File: src/screen_params.svh
`ifndef SCREEN_PARAMS_SVH
`define SCREEN_PARAMS_SVH

// ~~~~~~~~~~~~~~~~~~~~
// 800x600 timing, counted in pixel clocks and lines
// ~~~~~~~~~~~~~~~~~~~~
`define H_ACTIVE        800
`define H_TOTAL         1056
`define H_SYNC_START    840
`define H_SYNC_END      968

`define V_ACTIVE        600
`define V_TOTAL         628
`define V_SYNC_START    601
`define V_SYNC_END      605

// ~~~~~~~~~~~~~~~~~~~~
// end screen geometry
// ~~~~~~~~~~~~~~~~~~~~
`define STRIPE_WIDTH     32
`define END_RECT_OUTER_W 40
`define END_RECT_OUTER_H 40
`define END_RECT_INNER_W 200
`define END_RECT_INNER_H 150

// ~~~~~~~~~~~~~~~~~~~~
// colours, 4 bits per channel in r g b order
// ~~~~~~~~~~~~~~~~~~~~
`define WHITE  12'hfff
`define YELLOW 12'hff0
`define RED    12'hf00
`define BLUE   12'h00f
`define GREEN  12'h0f0
`define BLACK  12'h000

`define RECT_LAYERS 3

`endif

File: src/screen_pkg.sv
`include "screen_params.svh"

package screen_pkg;

  // pixel position or count, wide enough for the full 1056 pixel line
  typedef logic [10:0] coord_t;

  typedef logic [11:0] rgb_t;

  // colour of one 32 pixel wide stripe of the end screen
  function automatic rgb_t stripe_rgb(input coord_t index);
    rgb_t colour;
    case (index)
      0, 4, 7, 9, 11, 14, 17, 21, 22: colour = `YELLOW;
      1, 5, 8, 13, 19:                colour = `RED;
      6, 15, 20:                      colour = `BLUE;
      3, 12, 18, 23:                  colour = `GREEN;
      2, 10, 16:                      colour = `BLACK;
      // the right edge of the screen and beyond stays red
      default:                        colour = `RED;
    endcase
    return colour;
  endfunction

endpackage

File: src/vga_timing.sv
`include "screen_params.svh"

module vga_timing import screen_pkg::*; (
  input  logic   clk,
  input  logic   rst,
  output coord_t hcount,
  output coord_t vcount,
  output logic   hsync,
  output logic   vsync,
  output logic   hblnk,
  output logic   vblnk
);

  coord_t hcount_nxt;
  coord_t vcount_nxt;
  logic   hsync_nxt;
  logic   vsync_nxt;
  logic   hblnk_nxt;
  logic   vblnk_nxt;

  // ~~~~~~~~~~~~~~~~~~~~
  // counters
  // ~~~~~~~~~~~~~~~~~~~~

  always_comb begin
    if (hcount == coord_t'(`H_TOTAL - 1)) begin
      hcount_nxt = '0;
      if (vcount == coord_t'(`V_TOTAL - 1)) begin
        vcount_nxt = '0;
      end else begin
        vcount_nxt = vcount + coord_t'(1);
      end
    end else begin
      hcount_nxt = hcount + coord_t'(1);
      vcount_nxt = vcount;
    end
  end

  // syncs and blanks are decoded from the next count so that they
  // leave the register together with the count they belong to
  always_comb begin
    hsync_nxt = (hcount_nxt >= `H_SYNC_START) && (hcount_nxt < `H_SYNC_END);
    vsync_nxt = (vcount_nxt >= `V_SYNC_START) && (vcount_nxt < `V_SYNC_END);
    hblnk_nxt = (hcount_nxt >= `H_ACTIVE);
    vblnk_nxt = (vcount_nxt >= `V_ACTIVE);
  end

  always_ff @(posedge clk) begin
    if (rst) begin
      hcount <= '0;
      vcount <= '0;
      hsync  <= 1'b0;
      vsync  <= 1'b0;
      hblnk  <= 1'b0;
      vblnk  <= 1'b0;
    end else begin
      hcount <= hcount_nxt;
      vcount <= vcount_nxt;
      hsync  <= hsync_nxt;
      vsync  <= vsync_nxt;
      hblnk  <= hblnk_nxt;
      vblnk  <= vblnk_nxt;
    end
  end

  // ~~~~~~~~~~~~~~~~~~~~
  // checks
  // ~~~~~~~~~~~~~~~~~~~~

  count_range_a: assert property (
    @(posedge clk) disable iff (rst)
    (hcount < `H_TOTAL) && (vcount < `V_TOTAL)
  ) else $error("timing counter out of range h=%0d v=%0d", hcount, vcount);

endmodule

File: src/draw_screen_end.sv
`include "screen_params.svh"

module draw_screen_end import screen_pkg::*; (
  input  logic   clk,
  input  logic   rst,
  input  coord_t in_hcount,
  input  coord_t in_vcount,
  input  logic   in_hsync,
  input  logic   in_vsync,
  input  logic   in_hblnk,
  input  logic   in_vblnk,
  output coord_t hcount,
  output coord_t vcount,
  output logic   hsync,
  output logic   vsync,
  output logic   hblnk,
  output logic   vblnk,
  output rgb_t   rgb
);

  coord_t stripe_index;
  rgb_t   stripe_colour;
  logic   outside_frame;
  logic   inside_panel;
  rgb_t   rgb_nxt;

  // ~~~~~~~~~~~~~~~~~~~~
  // stripes
  // ~~~~~~~~~~~~~~~~~~~~

  always_comb begin
    stripe_index  = coord_t'(in_hcount / `STRIPE_WIDTH);
    stripe_colour = stripe_rgb(stripe_index);
  end

  // ~~~~~~~~~~~~~~~~~~~~
  // white frame and panel
  // ~~~~~~~~~~~~~~~~~~~~

  // the right edge column of the frame opening is still part of the stripes
  always_comb begin
    outside_frame = (in_hcount < `END_RECT_OUTER_W) ||
                    (in_hcount > (`H_ACTIVE - `END_RECT_OUTER_W)) ||
                    (in_vcount < `END_RECT_OUTER_H) ||
                    (in_vcount >= (`V_ACTIVE - `END_RECT_OUTER_H));
  end

  // the panel includes both of its edges in each direction
  always_comb begin
    inside_panel = (in_hcount >= `END_RECT_INNER_W) &&
                   (in_hcount <= (`H_ACTIVE - `END_RECT_INNER_W)) &&
                   (in_vcount >= `END_RECT_INNER_H) &&
                   (in_vcount <= (`V_ACTIVE - `END_RECT_INNER_H));
  end

  always_comb begin
    if (outside_frame || inside_panel) begin
      rgb_nxt = `WHITE;
    end else begin
      rgb_nxt = stripe_colour;
    end
  end

  // ~~~~~~~~~~~~~~~~~~~~
  // output register
  // ~~~~~~~~~~~~~~~~~~~~

  always_ff @(posedge clk) begin
    if (rst) begin
      hcount <= '0;
      vcount <= '0;
      hsync  <= 1'b0;
      vsync  <= 1'b0;
      hblnk  <= 1'b0;
      vblnk  <= 1'b0;
      rgb    <= '0;
    end else begin
      hcount <= in_hcount;
      vcount <= in_vcount;
      hsync  <= in_hsync;
      vsync  <= in_vsync;
      hblnk  <= in_hblnk;
      vblnk  <= in_vblnk;
      rgb    <= rgb_nxt;
    end
  end

endmodule

File: src/draw_rect_layer.sv
`include "screen_params.svh"

module draw_rect_layer import screen_pkg::*; (
  input  logic   clk,
  input  logic   rst,
  input  coord_t in_hcount,
  input  coord_t in_vcount,
  input  logic   in_hsync,
  input  logic   in_vsync,
  input  logic   in_hblnk,
  input  logic   in_vblnk,
  input  rgb_t   in_rgb,
  input  logic   rect_en,
  input  coord_t rect_x,
  input  coord_t rect_y,
  input  coord_t rect_w,
  input  coord_t rect_h,
  input  rgb_t   rect_rgb,
  output coord_t hcount,
  output coord_t vcount,
  output logic   hsync,
  output logic   vsync,
  output logic   hblnk,
  output logic   vblnk,
  output rgb_t   rgb
);

  logic         frame_start;
  logic         en_q;
  coord_t       x_q;
  coord_t       y_q;
  coord_t       w_q;
  coord_t       h_q;
  rgb_t         rgb_q;
  logic         cur_en;
  coord_t       cur_x;
  coord_t       cur_y;
  logic [11:0]  x_end;
  logic [11:0]  y_end;
  logic         hit;

  assign frame_start = (in_hcount == '0) && (in_vcount == '0);

  // geometry for the whole frame is taken at its first pixel
  always_ff @(posedge clk) begin
    if (rst) begin
      en_q <= 1'b0;
    end else if (frame_start) begin
      en_q <= rect_en;
    end
  end

  always_ff @(posedge clk) begin
    if (frame_start) begin
      x_q   <= rect_x;
      y_q   <= rect_y;
      w_q   <= rect_w;
      h_q   <= rect_h;
      rgb_q <= rect_rgb;
    end
  end

  // the first pixel already sees the values being latched
  always_comb begin
    cur_en = frame_start ? rect_en : en_q;
    cur_x  = frame_start ? rect_x : x_q;
    cur_y  = frame_start ? rect_y : y_q;
    x_end  = {1'b0, cur_x} + {1'b0, (frame_start ? rect_w : w_q)};
    y_end  = {1'b0, cur_y} + {1'b0, (frame_start ? rect_h : h_q)};
    hit    = cur_en &&
             (in_hcount >= cur_x) && ({1'b0, in_hcount} < x_end) &&
             (in_vcount >= cur_y) && ({1'b0, in_vcount} < y_end);
  end

  always_ff @(posedge clk) begin
    if (rst) begin
      hcount <= '0;
      vcount <= '0;
      hsync  <= 1'b0;
      vsync  <= 1'b0;
      hblnk  <= 1'b0;
      vblnk  <= 1'b0;
      rgb    <= '0;
    end else begin
      hcount <= in_hcount;
      vcount <= in_vcount;
      hsync  <= in_hsync;
      vsync  <= in_vsync;
      hblnk  <= in_hblnk;
      vblnk  <= in_vblnk;
      rgb    <= hit ? (frame_start ? rect_rgb : rgb_q) : in_rgb;
    end
  end

  timing_delay_a: assert property (
    @(posedge clk) disable iff (rst)
    !$past(rst) |->
      ({hcount, vcount, hsync, vsync, hblnk, vblnk} ==
       $past({in_hcount, in_vcount, in_hsync, in_vsync, in_hblnk, in_vblnk}))
  ) else $error("layer timing is not a one cycle copy of its inputs");

endmodule

File: src/vga_out.sv
`include "screen_params.svh"

module vga_out import screen_pkg::*; (
  input  logic   clk,
  input  logic   rst,
  input  coord_t in_hcount,
  input  coord_t in_vcount,
  input  logic   in_hsync,
  input  logic   in_vsync,
  input  logic   in_hblnk,
  input  logic   in_vblnk,
  input  rgb_t   in_rgb,
  output coord_t hcount,
  output coord_t vcount,
  output logic   hsync,
  output logic   vsync,
  output logic   hblnk,
  output logic   vblnk,
  output rgb_t   rgb
);

  rgb_t rgb_nxt;

  // the monitor expects black outside the visible area
  always_comb begin
    if (in_hblnk || in_vblnk) begin
      rgb_nxt = `BLACK;
    end else begin
      rgb_nxt = in_rgb;
    end
  end

  always_ff @(posedge clk) begin
    if (rst) begin
      hcount <= '0;
      vcount <= '0;
      hsync  <= 1'b0;
      vsync  <= 1'b0;
      hblnk  <= 1'b0;
      vblnk  <= 1'b0;
      rgb    <= '0;
    end else begin
      hcount <= in_hcount;
      vcount <= in_vcount;
      hsync  <= in_hsync;
      vsync  <= in_vsync;
      hblnk  <= in_hblnk;
      vblnk  <= in_vblnk;
      rgb    <= rgb_nxt;
    end
  end

endmodule

File: src/screen_end_top.sv
`include "screen_params.svh"

module screen_end_top import screen_pkg::*; (
  input  logic   clk,
  input  logic   rst,
  input  logic   rect_en  [`RECT_LAYERS],
  input  coord_t rect_x   [`RECT_LAYERS],
  input  coord_t rect_y   [`RECT_LAYERS],
  input  coord_t rect_w   [`RECT_LAYERS],
  input  coord_t rect_h   [`RECT_LAYERS],
  input  rgb_t   rect_rgb [`RECT_LAYERS],
  output coord_t hcount,
  output coord_t vcount,
  output logic   hsync,
  output logic   vsync,
  output logic   hblnk,
  output logic   vblnk,
  output rgb_t   rgb
);

  coord_t tim_hcount;
  coord_t tim_vcount;
  logic   tim_hsync;
  logic   tim_vsync;
  logic   tim_hblnk;
  logic   tim_vblnk;

  // entry 0 is the background, entry i+1 the output of layer i
  coord_t chain_hcount [`RECT_LAYERS+1];
  coord_t chain_vcount [`RECT_LAYERS+1];
  logic   chain_hsync  [`RECT_LAYERS+1];
  logic   chain_vsync  [`RECT_LAYERS+1];
  logic   chain_hblnk  [`RECT_LAYERS+1];
  logic   chain_vblnk  [`RECT_LAYERS+1];
  rgb_t   chain_rgb    [`RECT_LAYERS+1];

  vga_timing u_vga_timing (
    .clk(clk), .rst(rst),
    .hcount(tim_hcount), .vcount(tim_vcount),
    .hsync(tim_hsync), .vsync(tim_vsync), .hblnk(tim_hblnk), .vblnk(tim_vblnk)
  );

  draw_screen_end u_draw_screen_end (
    .clk(clk), .rst(rst),
    .in_hcount(tim_hcount), .in_vcount(tim_vcount),
    .in_hsync(tim_hsync), .in_vsync(tim_vsync),
    .in_hblnk(tim_hblnk), .in_vblnk(tim_vblnk),
    .hcount(chain_hcount[0]), .vcount(chain_vcount[0]),
    .hsync(chain_hsync[0]), .vsync(chain_vsync[0]),
    .hblnk(chain_hblnk[0]), .vblnk(chain_vblnk[0]), .rgb(chain_rgb[0])
  );

  // later layers sit on top, so the highest index wins on overlap
  for (genvar i = 0; i < `RECT_LAYERS; i++) begin : g_layer
    draw_rect_layer u_layer (
      .clk(clk), .rst(rst),
      .in_hcount(chain_hcount[i]), .in_vcount(chain_vcount[i]),
      .in_hsync(chain_hsync[i]), .in_vsync(chain_vsync[i]),
      .in_hblnk(chain_hblnk[i]), .in_vblnk(chain_vblnk[i]), .in_rgb(chain_rgb[i]),
      .rect_en(rect_en[i]), .rect_x(rect_x[i]), .rect_y(rect_y[i]),
      .rect_w(rect_w[i]), .rect_h(rect_h[i]), .rect_rgb(rect_rgb[i]),
      .hcount(chain_hcount[i+1]), .vcount(chain_vcount[i+1]),
      .hsync(chain_hsync[i+1]), .vsync(chain_vsync[i+1]),
      .hblnk(chain_hblnk[i+1]), .vblnk(chain_vblnk[i+1]), .rgb(chain_rgb[i+1])
    );
  end

  vga_out u_vga_out (
    .clk(clk), .rst(rst),
    .in_hcount(chain_hcount[`RECT_LAYERS]), .in_vcount(chain_vcount[`RECT_LAYERS]),
    .in_hsync(chain_hsync[`RECT_LAYERS]), .in_vsync(chain_vsync[`RECT_LAYERS]),
    .in_hblnk(chain_hblnk[`RECT_LAYERS]), .in_vblnk(chain_vblnk[`RECT_LAYERS]),
    .in_rgb(chain_rgb[`RECT_LAYERS]),
    .hcount(hcount), .vcount(vcount),
    .hsync(hsync), .vsync(vsync), .hblnk(hblnk), .vblnk(vblnk), .rgb(rgb)
  );

endmodule

File: config.mk
export PLATFORM = sky130hd
export DESIGN_NAME = screen_end_top
export DESIGN_NICKNAME = d
export VERILOG_FILES = /design/src/screen_pkg.sv /design/src/vga_timing.sv /design/src/draw_screen_end.sv /design/src/draw_rect_layer.sv /design/src/vga_out.sv /design/src/screen_end_top.sv
export VERILOG_INCLUDE_DIRS = /design/src
export SDC_FILE = /design/constraint.sdc
export NUM_CORES = 1
export LEC_CHECK = 0
export BUFFER_PORTS_ARGS = -buffer_cell sky130_fd_sc_hd__buf_2
export CAP_MARGIN = 20
export CORE_ASPECT_RATIO = 2
export CORE_UTILIZATION = 35
export DETAILED_ROUTE_END_ITERATION = 8
export SYNTH_ARGS = -nofsm -noshare
export SYNTH_HDL_FRONTEND = slang
export SYNTH_HIERARCHICAL = 1
export SYNTH_SLANG_ARGS = --single-unit
export TNS_END_PERCENT = 100
File: constraint.sdc
create_clock -name clk -period 5.35 [get_ports clk]
set_clock_uncertainty 0.2 [all_clocks]
set_input_delay 0.8025 -clock clk [delete_from_list [all_inputs] [get_ports clk]]
set_output_delay 0.8025 -clock clk [all_outputs]
set_load 0.02 [all_outputs]
Word-level counts from Yosys, hierarchy flattened
Memory sizes are Yosys's and may differ from the RTL's. A register that Yosys moved wholly into a read port is not among the register bits.
Cells that the tools add are included.
- bits in registers: 387
- ROM bits: 384
- memories kept: 1
- add/subtract/negate cells: 8
- order comparisons: 26
- equal/unequal tests: 2
- multiplexer cells: 27
- reductions and logical operators: 33
- memory list (name ; depth ; bits a word ; read ports ; clocked after memory_dff ; write ports ; RTL line ; source):
    (name not given) ; 32 ; 12 ; 1 ; 1 ; 0 ; screen_pkg.sv:13 ; case (index)
- operators by type and width (cell ; count):
    $mux 11 ; 15
    $mux 12 ; 8
    $add 11x11->12 ; 6
    $lt 11x12->1 ; 6
    $ge 11x11->1 ; 6
    $logic_not 11->1 ; 6
    $ge 11x10->1 const B ; 5
    $add 11x1->11 const B ; 2
    $ge 11x8->1 const B ; 2
    $lt 11x10->1 const B ; 2
    $lt 11x6->1 const B ; 2
    $logic_and 1x1->1 ; 20
    $eq 11x10->1 const B ; 1
    $eq 11x11->1 const B ; 1
    $gt 11x10->1 const B ; 1
    $le 11x10->1 const B ; 1
    $le 11x9->1 const B ; 1
    $logic_not 6->1 ; 1
    $logic_or 1x1->1 ; 5
    $mux 5 ; 1
    $mux 1 ; 3
    $reduce_or 2->1 ; 1

Depth between registers and ports, before layout
- depth in word-level cells: 9
- gate-level depth with buffers: 26

Modules after synthesis
The synthesis kept the hierarchy.
- by module, submodules not included (module ; instances ; cells each ; area each (µm²) ; sequential area each (µm²)):
    draw_rect_layer at g_layer[1].u_layer ; 1 ; 505 ; 5172.5 ; 1901.8
    draw_rect_layer at g_layer[0].u_layer ; 1 ; 490 ; 5077.4 ; 1901.8
    draw_rect_layer at g_layer[2].u_layer ; 1 ; 482 ; 5004.8 ; 1901.8
    vga_timing ; 1 ; 185 ; 1546.5 ; 520.5
    draw_screen_end ; 1 ; 129 ; 1207.4 ; 580.6
    vga_out ; 1 ; 82 ; 1142.3 ; 760.7

Least setup slack after synthesis
Ideal clock, no wire load.
- kind: flip-flop to flip-flop
- from: register u_draw_screen_end.vcount[8]
- to: register g_layer[0].u_layer.rgb[10]
- arrival time: 5458 ps
- required time: 5034 ps
- slack: -424 ps
- cell stages (with the launch flop): 25
- path buffers: 4
- period minus slack after synthesis: 5774 ps
- path through: dfxtp_1 -> nor4_2 -> nand4_1 -> nor2_1 -> buf_2 -> buf_2 -> buf_2 -> mux2_2 -> ha_1 -> fa_1 -> a21o_1 -> a21oi_1 -> o21bai_1 -> a21oi_1 -> o21ai_0 -> mux2i_1 -> nor2_1 -> ha_1 -> or3_1 -> a221oi_1 -> o21ai_0 -> nor4b_1 -> clkbuf_1 -> or4_1 -> o211a_1
- RTL lines (what ; RTL line ; source):
    from (decl) ; draw_screen_end.sv:13 ; output coord_t vcount,
    from (signal assigned) ; draw_screen_end.sv:79 ; vcount <= in_vcount;
    $logic_not 11->1 (*) ; draw_rect_layer.sv:42 ; assign frame_start = (in_hcount == '0) && (in_vcount == '0);
    $logic_and 1x1->1 (*) ; draw_rect_layer.sv:42 ;
    $mux 11 (*) ; draw_rect_layer.sv:67 ; cur_y = frame_start ? rect_y : y_q;
    named net g_layer[0].u_layer.cur_y[0] ; draw_rect_layer.sv:37 ; coord_t cur_y;
    $add 11x11->12 or $ge 11x11->1 (tied branches) ; draw_rect_layer.sv:69, draw_rect_layer.sv:72 ;
    $lt 11x12->1 or $logic_and 1x1->1 (tied branches) ; draw_rect_layer.sv:72, draw_rect_layer.sv:71 ;
    $logic_and 1x1->1 (*) ; draw_rect_layer.sv:72 ; (in_vcount >= cur_y) && ({1'b0, in_vcount} < y_end);
    $mux 12 (*) ; draw_rect_layer.sv:91 ; rgb <= hit ? (frame_start ? rect_rgb : rgb_q) : in_rgb;
    to (signal assigned) ; draw_rect_layer.sv:91 ;
    to (decl) ; draw_rect_layer.sv:25 ; output rgb_t rgb
The timed path passes the listed nets; every way through them passes the cells marked *.
A chain may end at the register's enable or synchronous reset.

Final worst setup path
- from: register u_draw_screen_end.hcount[6]
- to: register g_layer[0].u_layer.rgb[5]
- longest elaborated chain between the ends: 9
- ends and longest elaborated chain (what ; RTL line ; source):
    from (decl) ; draw_screen_end.sv:12 ; output coord_t hcount,
    from (signal assigned) ; draw_screen_end.sv:78 ; hcount <= in_hcount;
    $logic_not 11->1 (*) ; draw_rect_layer.sv:42 ;
    $logic_and 1x1->1 (*) ; draw_rect_layer.sv:42 ;
    $mux 11 (*) ; draw_rect_layer.sv:66 ; cur_x = frame_start ? rect_x : x_q;
    named net g_layer[0].u_layer.cur_x[3] ; draw_rect_layer.sv:36 ; coord_t cur_x;
    $add 11x11->12 or $ge 11x11->1 (tied branches) ; draw_rect_layer.sv:68, draw_rect_layer.sv:71 ;
    $lt 11x12->1 or $logic_and 1x1->1 (tied branches) ; draw_rect_layer.sv:71, draw_rect_layer.sv:70 ;
    $logic_and 1x1->1 (*) (2 in a row) ; draw_rect_layer.sv:71 ; (in_hcount >= cur_x) && ({1'b0, in_hcount} < x_end) &&
    $logic_and 1x1->1 (*) ; draw_rect_layer.sv:72 ;
    $mux 12 (*) ; draw_rect_layer.sv:91 ;
Marks and branches as above.

==> impl_metrics.ini <==
[outcome]
status = finished, final reports clean

[final_layout]
drive_gt1_share_pct = 36.2
area_growth_pct = 30.9
fin_area_sq_um = 25100
num-nets-final = 2693
n_fill_cell = 5068
utilization_pct = 46.6

[global_route]
grt_pass1_wl_um = 82900
grt_start_max_net_pins = 108
antenna_found_initial = 2
grt_util_all_layers_pct = 19.1
grt_pass1_vias = 15822
grt.overflow.total = 0

[routing]
final_antenna_net_count = 0
via_per_inst = 5.12
drc_errors = 0
drt-initial-drc-count = 591
firstDrtPassIters = 5
vias = 15409
routedWlPerCell_um = 18.5
wl_um = 55600

[cts]
ctsHtreeMaxLevel = 2
cts_inserted_buffers = 36
clock_sinks = 378
clock_tree.root_cell = clkbuf_16
cts.path.max_buffers = 3
clk_pin_slew_ns = 0.07
clk_latency_ns = 0.55
tritoncts = built

[synthesis]
synthCells = 1873
yosys_most_used_dff = dfxtp_1
syn_area_sq_um = 19200
async_flop_share_pct = 0
synth_seq_cells = 378
synth_cell_type_count = 92
ys_seq_area_share_pct = 39.5
synth_edf_count = 0
yosys_warnings = 6
avgSynthCellArea_sq_um = 10.2
syn_nets = 2251

[placement]
dp_hpwl_um = 42400
port_buffers = 210
place_area_sq_um = 22400
place_congestion = 0.924
place_ws_ns = -0.457

[setup_path]
ff2ff_path_depth = 23
crit_fanout = 6
arrival_ns = 5.54
critPathCaptureType = flip-flop
crit_path_cell_trace = nor4_4 > nand4_1 > nor2_4 > buf_6 > buf_4 > mux2_2 > ha_4 > a21oi_2 > and2_4 > o41ai_2 > o221a_2 > a21oi_2 > xor2_1 > ha_1 > a21o_1 > a2111oi_2 > o211ai_1 > a21oi_2 > a311oi_4 > buf_6 > buf_6 > or4_1 > o211a_1
r2r_end = g_layer[0].u_layer/rgb[5]$_SDFF_PP0_
crit_required_ns = 5.59
path_class = reg2reg
slowest_delay_ns = 0.51
critical_path.top_delay_family = compound AO/OA/AOI/OAI gates
rr_startpoint = u_draw_screen_end/hcount[6]$_SDFF_PP0_
path_buf_inv = 4
cpMaxStageDelayCell = or4_1
ff2ff_setup_slack_ns = 0.06
start_kind = flip-flop
cp_num_cells = 23

[timing]
hold_viol = 0
fmax_mhz = 189
fin_crit_sh_pct = 98.9
worst_slack_ns = 0.0576
fin_crit_ns = 5.29
hold_slack_ns = 0.236
relSlewSlack_pct = 57.2
setup_viol = 0
final_max_slew_viol_count = 0
tightest_slew_ns = 0.642
rsz0062_at_grt = yes

[floorplan]
start_util_pct = 35.6
core_sq_um = 53800
die_h_um = 333
fp-row-count = 120
die_width_um = 167
die-area_sq_um = 55700
io_pins = 211

[worst_hold_path]
whs_endpoint = u_vga_out/vcount[1]$_SDFF_PP0_
hold_path_class = reg2reg
min-delay-start = g_layer[2].u_layer/vcount[1]$_SDFF_PP0_
holdPathStages = 1

[pwr]
power.leakage_nw = 11.5
p_per_area_nw_per_um2 = 314
ir_worst_vdd_uv = 186
p_total_w = 0.00788

[flow_run]
cap_violations = 0
==> timing repair <==
item	in CTS	in global routing
hold buffers	0	0
setup endpoints to repair	36	36
buffers inserted	13	33
cloned	1	9
pin swaps	25	83
gates resized for setup	44	174
==> state kept, by name, indices dropped and copies added, names as in the netlist, 12 cells and up <==
| register | cells |
|---|---|
| g_layer.u_layer/rgb | 36 |
| g_layer.u_layer/rgb_q | 36 |
| g_layer.u_layer/h_q | 33 |
| g_layer.u_layer/hcount | 33 |
| g_layer.u_layer/vcount | 33 |
| g_layer.u_layer/w_q | 33 |
| g_layer.u_layer/x_q | 33 |
| g_layer.u_layer/y_q | 33 |
| u_vga_out/rgb | 12 |
==> worst max path at each step <==
stage,from,end,slack (ns)
finish,u_draw_screen_end/hcount[6]$_SDFF_PP0_,g_layer[0].u_layer/rgb[5]$_SDFF_PP0_,0.06
global route,u_draw_screen_end/hcount[6]$_SDFF_PP0_,g_layer[0].u_layer/rgb[11]$_SDFF_PP0_,-0.17
CTS,g_layer[0].u_layer/vcount[4]$_SDFF_PP0_,g_layer[1].u_layer/rgb[1]$_SDFF_PP0_,0.002
detailed placement,g_layer[1].u_layer/vcount[4]$_SDFF_PP0_,g_layer[2].u_layer/rgb[2]$_SDFF_PP0_,-0.46
global placement,g_layer[1].u_layer/vcount[4]$_SDFF_PP0_,g_layer[2].u_layer/rgb[1]$_SDFF_PP0_,-0.38
floorplan,g_layer[1].u_layer/vcount[4]$_SDFF_PP0_,g_layer[2].u_layer/rgb[10]$_SDFF_PP0_,0.008
==> cell usage after synthesis, types with 30 or more instances <==
cell type  count  area share (%)
dfxtp_1      378              40
ha_1         199              13
mux2_2       135             7.9
nor2b_1      126             4.1
inv_1        107             2.1
nor2_1        91             1.8
a21oi_1       76             2.0
mux2i_1       57             3.0
nand2_1       57             1.1
o21ai_0       54             1.4
xnor2_1       40             1.8
nand2b_1      38             1.2
nand3_1       38            0.99
xor2_1        36             1.6
clkbuf_1      30            0.59
==> per-layer routing <==
metal	share of wire [%]	GRT usage (%)	vias to the layer above	routed length, um
li1	-	-	7581	-
met1	34	17.4	7287	19000
met2	55	37.9	372	30600
met3	3.3	2.57	167	1850
met4	7.5	13.2	2	4150
met5	0.020	0	-	11
==> placed cells by master, fill, tap and decap left out, types with 11 or more instances in the layout <==
master,instances
clkbuf_16,42
nand3_1,38
or3_1,19
nor3_1,19
nand4_1,19
mux2i_1,44
mux2_2,121
ha_4,15
o211ai_1,12
nand2_1,55
o21ai_1,14
nand2b_1,38
or4_1,15
a211oi_1,15
a21o_1,25
ha_1,176
nor2_1,90
a21oi_1,59
buf_6,14
o211a_1,15
nor2b_1,126
a21oi_2,18
a31oi_1,11
buf_2,209
inv_1,98
buf_4,240
mux2_4,15
xnor2_1,37
o21ai_0,36
xor2_1,36
dfxtp_1,372
buf_12,11
nor4b_2,13
==> kinds of logic after synthesis <==
group	Yosys count	synth area share [%]
muxes	198	11.3
DFF	378	39.5
xor gates and xnor gates	76	3.48
AOI/OAI and AO/OA	315	11.5
buffers and inverters	185	4.48
adders and majority gates	205	13.6
and+or+nand+nor	516	16.2
==> area by class of cell <==
class / count / area (sq um) / area share (%)
multi-input cells: 1312 / 11600 / 46.3
diodes: 1 / 2.50 / 0.00998
clock inverters: 19 / 272 / 1.08
inverters: 107 / 402 / 1.60
well taps: 671 / 840 / 3.35
clock buffers: 43 / 988 / 3.94
flip-flops and latches: 378 / 7570 / 30.2
repair buffers: 480 / 3380 / 13.5
==> metrics by stage <==
| stage | TNS [ns] | std cells |
|---|---|---|
| floorplan | 0 | 1873 |
| global placement | -6.74 | 2898 |
| detailed placement | -11.20 | 2898 |
| CTS | 0 | 2973 |
| global route | -3.41 | 3010 |
| finish | 0 | 3011 |
==> power by group <==
part	internal, W	total, W	switching (W)
Combinational	0.00105	0.00207	0.00102
Clock	0.00162	0.00278	0.00116
Sequential	0.00298	0.00303	0.0000524
==> worst register-to-register path, stage by stage (launching register included) <==
cell and delay, ns:
dfxtp_2 0.33, nor4_4 0.30, nand4_1 0.24, nor2_4 0.19, buf_6 0.16, buf_4 0.12
mux2_2 0.36, ha_4 0.18, a21oi_2 0.14, and2_4 0.17, o41ai_2 0.06, o221a_2 0.25
a21oi_2 0.17, xor2_1 0.17, ha_1 0.26, a21o_1 0.19, a2111oi_2 0.35, o211ai_1 0.16
a21oi_2 0.20, a311oi_4 0.07, buf_6 0.16, buf_6 0.13, or4_1 0.51, o211a_1 0.14
(Power assumes the default switching activity.)
